**config.mk**
```make
export PLATFORM = sky130hd
export DESIGN_NAME = mem_stage
export DESIGN_NICKNAME = d
export VERILOG_FILES = /design/src/mem_stage_pkg.sv /design/src/block_xfer.sv /design/src/mem_stage.sv /design/src/single_xfer.sv /design/src/xfer_merge.sv
export SDC_FILE = /design/constraint.sdc
export NUM_CORES = 1
export LEC_CHECK = 0
export CORE_MARGIN = 2
export CORE_UTILIZATION = 45
export DETAILED_ROUTE_END_ITERATION = 10
export DONT_BUFFER_PORTS = 1
export PLACE_DENSITY = 0.61
export SETUP_SLACK_MARGIN = 0.1
export SLEW_MARGIN = 20
export SYNTH_ARGS = -nofsm -noshare
export SYNTH_HDL_FRONTEND = slang
export SYNTH_SLANG_ARGS = --single-unit
export TNS_END_PERCENT = 30
```
**constraint.sdc**
```tcl
create_clock -name clk -period 10.2 [get_ports clk]
set_input_delay 0 -clock clk [delete_from_list [all_inputs] [get_ports clk]]
set_output_delay 0 -clock clk [all_outputs]
set_load 0.03 [all_outputs]
```
**src/mem_stage_pkg.sv**
```systemverilog
package mem_stage_pkg;

	// data and address word.
	typedef logic [31:0] word_t;

	// register index.
	typedef logic [3:0] reg_num_t;

	// register list of a block transfer.
	typedef logic [15:0] reg_list_t;

	// one write enable per byte lane.
	typedef logic [3:0] byte_en_t;

	// block transfer sequencer.
	typedef enum logic [1:0] {
		blk_idle,
		blk_xfer,
		blk_base_wb
	} block_state_t;

	// instruction flag bits.
	localparam int load_bit = 20;
	localparam int wb_bit = 21;
	localparam int byte_bit = 22;
	localparam int up_bit = 23;
	localparam int pre_bit = 24;

	// register fields.
	localparam int base_msb = 19;
	localparam int base_lsb = 16;
	localparam int rd_msb = 15;
	localparam int rd_lsb = 12;

	// ldr / str class.
	function automatic logic is_single_xfer(input word_t insn);
		return insn[27:26] == 2'b01;
	endfunction

	// ldm / stm class.
	function automatic logic is_block_xfer(input word_t insn);
		return insn[27:25] == 3'b100;
	endfunction

endpackage

```
**src/block_xfer.sv**
```systemverilog
`timescale 1ns/10ps

module block_xfer import mem_stage_pkg::*; #(
	parameter int addr_w = 32
) (
	input  logic              clk,
	input  logic              reset,
	input  logic              bubble,
	input  word_t             insn,
	input  word_t             op0,
	input  word_t             rd_data,
	input  word_t             st_data,
	input  logic              bus_wait,
	output logic              b_rd_req,
	output logic              b_wr_req,
	output logic [addr_w-1:0] b_addr,
	output word_t             b_wr_data,
	output logic              b_busy,
	output logic              b_wb_req,
	output reg_num_t          b_wb_num,
	output word_t             b_wb_data,
	output reg_num_t          st_read
);

	block_state_t state;
	reg_list_t list_q;
	word_t addr_q;
	logic [4:0] cnt_q;

	logic active;
	logic ld;
	logic wbf;
	logic base_phase;
	reg_list_t cur_list;
	reg_list_t next_list;
	word_t cur_addr;
	logic [4:0] cur_cnt;
	reg_num_t cur_num;
	logic has_word;
	logic done_word;
	logic last_word;

	assign active = is_block_xfer(insn) && !bubble;
	assign ld = insn[load_bit];
	assign wbf = insn[wb_bit];
	assign base_phase = active && (state == blk_base_wb);

	// first word comes straight from the insn.
	assign cur_list = (state == blk_xfer) ? list_q : insn[15:0];
	assign cur_addr = (state == blk_xfer) ? addr_q : op0;
	assign cur_cnt = (state == blk_xfer) ? cnt_q : 5'd0;

	// clear the lowest set bit.
	assign next_list = cur_list & (cur_list - 16'd1);

	always_comb begin
		cur_num = '0;
		for (int i = 15; i >= 0; i--) begin
			if (cur_list[i]) begin
				cur_num = reg_num_t'(i);
			end
		end
	end

	assign has_word = active && (state != blk_base_wb) && (cur_list != '0);
	assign done_word = has_word && !bus_wait;
	assign last_word = done_word && (next_list == '0);

	assign b_rd_req = has_word && ld;
	assign b_wr_req = has_word && !ld;
	assign b_addr = has_word ? cur_addr[addr_w-1:0] : '0;
	assign st_read = cur_num;
	assign b_wr_data = b_wr_req ? st_data : '0;

	// final cycle is the last word, or the base writeback.
	assign b_busy = has_word && !(last_word && !wbf);

	always_comb begin
		b_wb_req = 1'b0;
		b_wb_num = '0;
		b_wb_data = '0;
		if (base_phase) begin
			b_wb_req = 1'b1;
			b_wb_num = insn[base_msb:base_lsb];
			b_wb_data = op0 + {25'd0, cnt_q, 2'b00};
		end else if (done_word && ld) begin
			b_wb_req = 1'b1;
			b_wb_num = cur_num;
			b_wb_data = rd_data;
		end
	end

	always_ff @(posedge clk) begin
		if (reset) begin
			state <= blk_idle;
		end else if (done_word) begin
			if (!last_word) begin
				state <= blk_xfer;
			end else if (wbf) begin
				state <= blk_base_wb;
			end else begin
				state <= blk_idle;
			end
		end else if (state == blk_base_wb) begin
			state <= blk_idle;
		end
	end

	always_ff @(posedge clk) begin
		if (done_word) begin
			list_q <= next_list;
			addr_q <= cur_addr + 32'd4;
			cnt_q <= cur_cnt + 5'd1;
		end
	end

endmodule

```
**src/mem_stage.sv**
```systemverilog
`timescale 1ns/10ps

module mem_stage import mem_stage_pkg::*; #(
	parameter int addr_w = 32
) (
	input  logic              clk,
	input  logic              reset,
	input  logic              bubble,
	input  word_t             pc,
	input  word_t             insn,
	input  word_t             op0,
	input  word_t             op1,
	input  word_t             op2,
	output logic [addr_w-1:0] bus_addr,
	output logic              rd_req,
	output logic              wr_req,
	output byte_en_t          byte_en,
	output word_t             wr_data,
	input  word_t             rd_data,
	input  logic              bus_wait,
	output reg_num_t          st_read,
	input  word_t             st_data,
	output logic              wb_en,
	output reg_num_t          wb_num,
	output word_t             wb_data,
	output logic              stall,
	output logic              out_bubble,
	output word_t             out_pc,
	output word_t             out_insn
);

	logic s_rd_req, s_wr_req, s_busy, s_wb_req;
	logic [addr_w-1:0] s_addr;
	word_t s_wr_data, s_wb_data;
	byte_en_t s_byte_en;
	reg_num_t s_wb_num;

	logic b_rd_req, b_wr_req, b_busy, b_wb_req;
	logic [addr_w-1:0] b_addr;
	word_t b_wr_data, b_wb_data;
	reg_num_t b_wb_num;

	single_xfer #(.addr_w(addr_w)) u_single (
		.clk, .reset, .bubble, .insn, .op0, .op1, .op2, .rd_data, .bus_wait,
		.s_rd_req, .s_wr_req, .s_addr, .s_wr_data, .s_byte_en, .s_busy,
		.s_wb_req, .s_wb_num, .s_wb_data
	);

	block_xfer #(.addr_w(addr_w)) u_block (
		.clk, .reset, .bubble, .insn, .op0, .rd_data, .st_data, .bus_wait,
		.b_rd_req, .b_wr_req, .b_addr, .b_wr_data, .b_busy,
		.b_wb_req, .b_wb_num, .b_wb_data, .st_read
	);

	xfer_merge #(.addr_w(addr_w)) u_merge (
		.clk, .reset, .bubble, .pc, .insn,
		.s_rd_req, .s_wr_req, .s_addr, .s_wr_data, .s_byte_en, .s_busy,
		.s_wb_req, .s_wb_num, .s_wb_data,
		.b_rd_req, .b_wr_req, .b_addr, .b_wr_data, .b_busy,
		.b_wb_req, .b_wb_num, .b_wb_data,
		.bus_addr, .rd_req, .wr_req, .byte_en, .wr_data,
		.stall, .out_bubble, .out_pc, .out_insn, .wb_en, .wb_num, .wb_data
	);

endmodule

```
**src/single_xfer.sv**
```systemverilog
`timescale 1ns/10ps

module single_xfer import mem_stage_pkg::*; #(
	parameter int addr_w = 32
) (
	input  logic              clk,
	input  logic              reset,
	input  logic              bubble,
	input  word_t             insn,
	input  word_t             op0,
	input  word_t             op1,
	input  word_t             op2,
	input  word_t             rd_data,
	input  logic              bus_wait,
	output logic              s_rd_req,
	output logic              s_wr_req,
	output logic [addr_w-1:0] s_addr,
	output word_t             s_wr_data,
	output byte_en_t          s_byte_en,
	output logic              s_busy,
	output logic              s_wb_req,
	output reg_num_t          s_wb_num,
	output word_t             s_wb_data
);

	logic active;
	logic pend;
	logic req;
	logic complete;
	logic ld;
	logic wbf;
	logic byte_op;
	word_t off_addr;
	word_t xfer_addr;
	word_t rot_data;
	word_t load_val;
	logic [63:0] rd_pair;

	assign active = is_single_xfer(insn) && !bubble;
	assign ld = insn[load_bit];
	assign wbf = insn[wb_bit];
	assign byte_op = insn[byte_bit];

	assign off_addr = insn[up_bit] ? op0 + op1 : op0 - op1;
	// pre-index uses the offset address on the bus.
	assign xfer_addr = insn[pre_bit] ? off_addr : op0;

	// no new request while the base writeback is pending.
	assign req = active && !pend;
	assign complete = req && !bus_wait;

	assign s_rd_req = req && ld;
	assign s_wr_req = req && !ld;
	assign s_addr = req ? xfer_addr[addr_w-1:0] : '0;

	// rotate right by the byte offset.
	assign rd_pair = {rd_data, rd_data} >> {xfer_addr[1:0], 3'b000};
	assign rot_data = rd_pair[31:0];
	assign load_val = byte_op ? {24'd0, rot_data[7:0]} : rot_data;

	always_comb begin
		s_wr_data = '0;
		s_byte_en = '0;
		if (s_wr_req) begin
			if (byte_op) begin
				s_wr_data = {4{op2[7:0]}};
				s_byte_en = byte_en_t'(4'b0001 << xfer_addr[1:0]);
			end else begin
				s_wr_data = op2;
				s_byte_en = 4'b1111;
			end
		end
	end

	// load with writeback needs one more cycle for the base.
	assign s_busy = req && (bus_wait || (ld && wbf));

	always_comb begin
		s_wb_req = 1'b0;
		s_wb_num = '0;
		s_wb_data = '0;
		if (active && pend) begin
			s_wb_req = 1'b1;
			s_wb_num = insn[base_msb:base_lsb];
			s_wb_data = off_addr;
		end else if (complete && ld) begin
			s_wb_req = 1'b1;
			s_wb_num = insn[rd_msb:rd_lsb];
			s_wb_data = load_val;
		end else if (complete && wbf) begin
			// store writes the base right away.
			s_wb_req = 1'b1;
			s_wb_num = insn[base_msb:base_lsb];
			s_wb_data = off_addr;
		end
	end

	always_ff @(posedge clk) begin
		if (reset) begin
			pend <= 1'b0;
		end else begin
			pend <= complete && ld && wbf;
		end
	end

endmodule

```
**src/xfer_merge.sv**
```systemverilog
`timescale 1ns/10ps

module xfer_merge import mem_stage_pkg::*; #(
	parameter int addr_w = 32
) (
	input  logic              clk,
	input  logic              reset,
	input  logic              bubble,
	input  word_t             pc,
	input  word_t             insn,
	input  logic              s_rd_req,
	input  logic              s_wr_req,
	input  logic [addr_w-1:0] s_addr,
	input  word_t             s_wr_data,
	input  byte_en_t          s_byte_en,
	input  logic              s_busy,
	input  logic              s_wb_req,
	input  reg_num_t          s_wb_num,
	input  word_t             s_wb_data,
	input  logic              b_rd_req,
	input  logic              b_wr_req,
	input  logic [addr_w-1:0] b_addr,
	input  word_t             b_wr_data,
	input  logic              b_busy,
	input  logic              b_wb_req,
	input  reg_num_t          b_wb_num,
	input  word_t             b_wb_data,
	output logic [addr_w-1:0] bus_addr,
	output logic              rd_req,
	output logic              wr_req,
	output byte_en_t          byte_en,
	output word_t             wr_data,
	output logic              stall,
	output logic              out_bubble,
	output word_t             out_pc,
	output word_t             out_insn,
	output logic              wb_en,
	output reg_num_t          wb_num,
	output word_t             wb_data
);

	logic [addr_w-1:0] any_addr;

	// idle unit drives zeros, so a plain or merges.
	assign any_addr = s_addr | b_addr;
	assign bus_addr = {any_addr[addr_w-1:2], 2'b00};
	assign rd_req = s_rd_req | b_rd_req;
	assign wr_req = s_wr_req | b_wr_req;
	assign wr_data = s_wr_data | b_wr_data;
	// block stores always write whole words.
	assign byte_en = s_byte_en | {4{b_wr_req}};

	// busy already drops in each unit's final cycle.
	assign stall = s_busy | b_busy;

	always_ff @(posedge clk) begin
		if (reset) begin
			wb_en <= 1'b0;
			out_bubble <= 1'b1;
		end else begin
			wb_en <= s_wb_req | b_wb_req;
			out_bubble <= stall | bubble;
		end
	end

	always_ff @(posedge clk) begin
		wb_num <= s_wb_num | b_wb_num;
		wb_data <= s_wb_data | b_wb_data;
		out_pc <= pc;
		out_insn <= insn;
	end

endmodule

```
==> metrics.md <==
| Metric | Value |
|---|---|
| Crit. End Element | register |
| Leading cell types in the layout, fill and taps excluded | dlygate4sd3_1, nand2_1, mux2i_1, dfxtp_1, nor2_1 |
| Logic gate share of total power | 26.5% |
| Final Setup Violations | 0 |
| Pwr dens | 134 mW/mm2 |
| All-Layer GR Usage | 34.2% |
| Syn Area/Cell | 8.57 um2 |
| Slew Limit Headroom | 22.5% |
| Most used DFF post-synth | dfxtp_1 |
| Ys Warns | 0 |
| Sw Ratio | 36.1% |
| CTS tree | done |
| Post-Syn Area | 0.0115 mm2 |
| Worst EP arrival | 5.59 ns |
| Crit path time final | 5.20 ns |
| CTS root buf | clkbuf_16 |
| Antenna violations before repair | 2 |
| Hold Path Class | in -> reg |
| Gpl congestion | 0.949 |
| Net switching power | 0.668 mW |
| Crit Path Category | reg -> reg |
| Design Area, Final | 0.0139 mm2 |
| Clock slew at reported path FFs | 0.08 ns |
| Final hold slack | 0.00796 ns |
| Routed Antenna Nets | 0 |
| Worst Tran Pin Value | 1.15 ns |
| Dpl hpwl | 34.7 mm |
| Peak VDD IR | 0.000109 V |
| Area of placed instances | 0.0117 mm2 |
| Ports | 405 |
| Rows | 58 |
| Number of synthesized flops with an enable pin | 50 |
| DRC violations left | 0 |
| Fin crit share | 51.0% |
| Seq/Total Area, Yosys | 31.4% |
| Area fraction of the dominant cell type after synthesis | 18.3% |
| Worst-path fanout max | 42 |
| Slew Limit Fails | 0 |
| Clk sinks | 155 |
| Leakage | 5.41 nW |
| Synth top area cells | dfxtp_1, edfxtp_1, mux2i_1, nand2_1, ha_1 |
| Initial core utilization | 45.7% |
| Filler cells | 2298 |
| Nets | 1726 |
| Setup TNS | 0 ns |
| Flop pwr share | 37.8% |
| Hold Path Stages | 2 |
| Maximum clock path buffer count | 2 |
| R2r worst-path depth | 10 |
| Layout cells sized above 1 | 5.53% |
| Vias in the first global route | 11000 |
| Wire per inst | 26.5 um |
| Drt via density | 6.41 |
| Status | finished, final reports clean |
| DR iter-0 viols | 1343 |
| Cells after Synth | 1338 |
| RSZ-0062 raised after global routing | false |
| Core area | 0.0251 mm2 |
| # Post-CTS Setup Buffers | 0 |
| Clock share of power | 35.7% |
| FMAX | 0.192 GHz |
| Most common cell after layout, fill and taps aside | dlygate4sd3_1 |
| Final Hold Fails | 0 |
| Worst-skew pair later-pin latency | 0.44 ns |
| Die W | 164 um |
| Skew final | 0.0134 ns |
| R2R Setup Slk | 5.00 ns |
| Resized cells post-CTS | 0 |
| Multi-input gate area | 0.00743 mm2 |
| Pin count of the biggest net entering global routing | 57 |
| DIE HEIGHT | 164 um |
| Die area | 0.0268 mm2 |
| Crit path launch type | register |
| Total CTS buffers | 17 |
| Async S/R FF share, synth | 0% |
| Synth-to-Final Area Change | 20.8% |
| Synth cell types | 91 |
| Yosys top cell by area | dfxtp_1 |
| PortBufs | 0 |
| Max Cap Viol | 0 |
| CP Data Required Time | 10.58 ns |
| Total grt overflow | 0 |
| Register Area | 0.00360 mm2 |
| Flops & latches, synth | 155 |
| Routed vias | 11500 |
| H-tree depth | 4 |
| Post-layout util | 55.2% |
| First-pass GRT wire length | 68.5 mm |
| Hold_buf cts | 154 |
| TritonRoute pass-1 iters | 7 |
| P_int | 1.19 mW |
| WL final | 47.6 mm |
==> stage by stage <==
stage          setup slack [ns]  power [mW]  std cells
6_report                   5.00        1.85       1796
5_1_grt                    4.80        1.92       1796
4_1_cts                    5.05        1.85       1795
3_5_place_dp               5.85        1.14       1609
3_3_place_gp               5.81        1.14       1609
2_1_floorplan              5.69        1.05       1339
==> Yosys cell counts, drive strengths merged (8+ instances only) <==
library cell and number:
nor2 102, o31ai 8, nor3 36, o22ai 18, edfxtp 50, nand2 148, inv 43, a21oi 80
mux2i 125, a22o 9, o21a 8, xnor2 56, or3 8, dfxtp 105, a32oi 10, o21ai 81
nand3 36, a221o 10, o21bai 9, a21o 15, a222oi 16, o211ai 9, clkbuf 43, xor2 57
nand4 10, and3 9, ha 44, buf 28, nor2b 10, a31oi 22, nor4 12
==> worst max-delay path, cell delays in order, from the launching register on <==
cell and delay (ns):
dfxtp_1 0.51, nand2b_1 0.24, buf_4 0.39, mux2_2 0.43
and4_1 0.28, a311o_2 0.77, nor2_4 0.89, a222oi_1 0.31
dlygate4sd3_1 0.64, o21ai_1 0.10, dlygate4sd3_1 0.57
==> per-layer routing <==
layer  wire (um)  vias to the layer above  track usage (%)
li1            -                     5195                -
met1       17500                     5436             40.2
met2       22200                      732             56.1
met3        5070                      145             9.60
met4        2790                        0             18.7
met5           0                        -                0
==> power groups by stage <==
stage / Combinational [mW] / Clock, mW / Sequential [mW]
4_1_cts: 0.479 / 0.673 / 0.701
2_1_floorplan: 0.339 / 0 / 0.712
3_5_place_dp: 0.427 / 0 / 0.715
6_report: 0.492 / 0.661 / 0.701
3_3_place_gp: 0.424 / 0 / 0.715
5_1_grt: 0.530 / 0.692 / 0.702
==> kinds of logic (layout without fill, tap and decap cells) <==
group	after synthesis	after routing	synth area share (%)
compound gates	355	355	21.0
xor+xnor	113	113	8.70
fa+ha+maj	48	48	5.32
buf+inv	114	240	4.16
flops	155	155	31.4
mux	132	132	11.6
other cells	1	3	0.0327
simple gates	420	420	17.8
==> final cells by class <==
class | instances | share of cell area [%]
Multi-Input combinational cell | 1070 | 53.7
Sequential cell | 155 | 26.0
Timing Repair Buffer | 165 | 11.7
Clock buffer | 17 | 3.07
Tap cell | 330 | 2.98
Clock inverter | 15 | 1.36
Inverter | 43 | 1.17
Antenna cell | 1 | 0.0181
==> registers in the layout, summed over array words and instances, names as in the netlist <==
signal              cells
u_block.addr_q         30
u_block.cnt_q           5
u_block.list_q         15
u_block.state           2
u_merge.out_bubble      1
u_merge.out_insn       32
u_merge.out_pc         32
u_merge.wb_data        32
u_merge.wb_en           1
u_merge.wb_num          4
u_single.pend           1
==> final timing paths <==
check	startpoint	endpoint
worst max register to register	u_block.state[1]$_SDFFE_PP0P_	u_merge.wb_data[30]$_DFF_P_
worst min-delay path	op0[19]	u_merge.wb_data[19]$_DFF_P_
worst min register to register	u_block.cnt_q[4]$_DFFE_PP_	u_block.cnt_q[4]$_DFFE_PP_
worst max-delay path	u_block.state[1]$_SDFFE_PP0P_	u_merge.wb_data[30]$_DFF_P_
No activity file was read; power rests on OpenSTA's default activity.
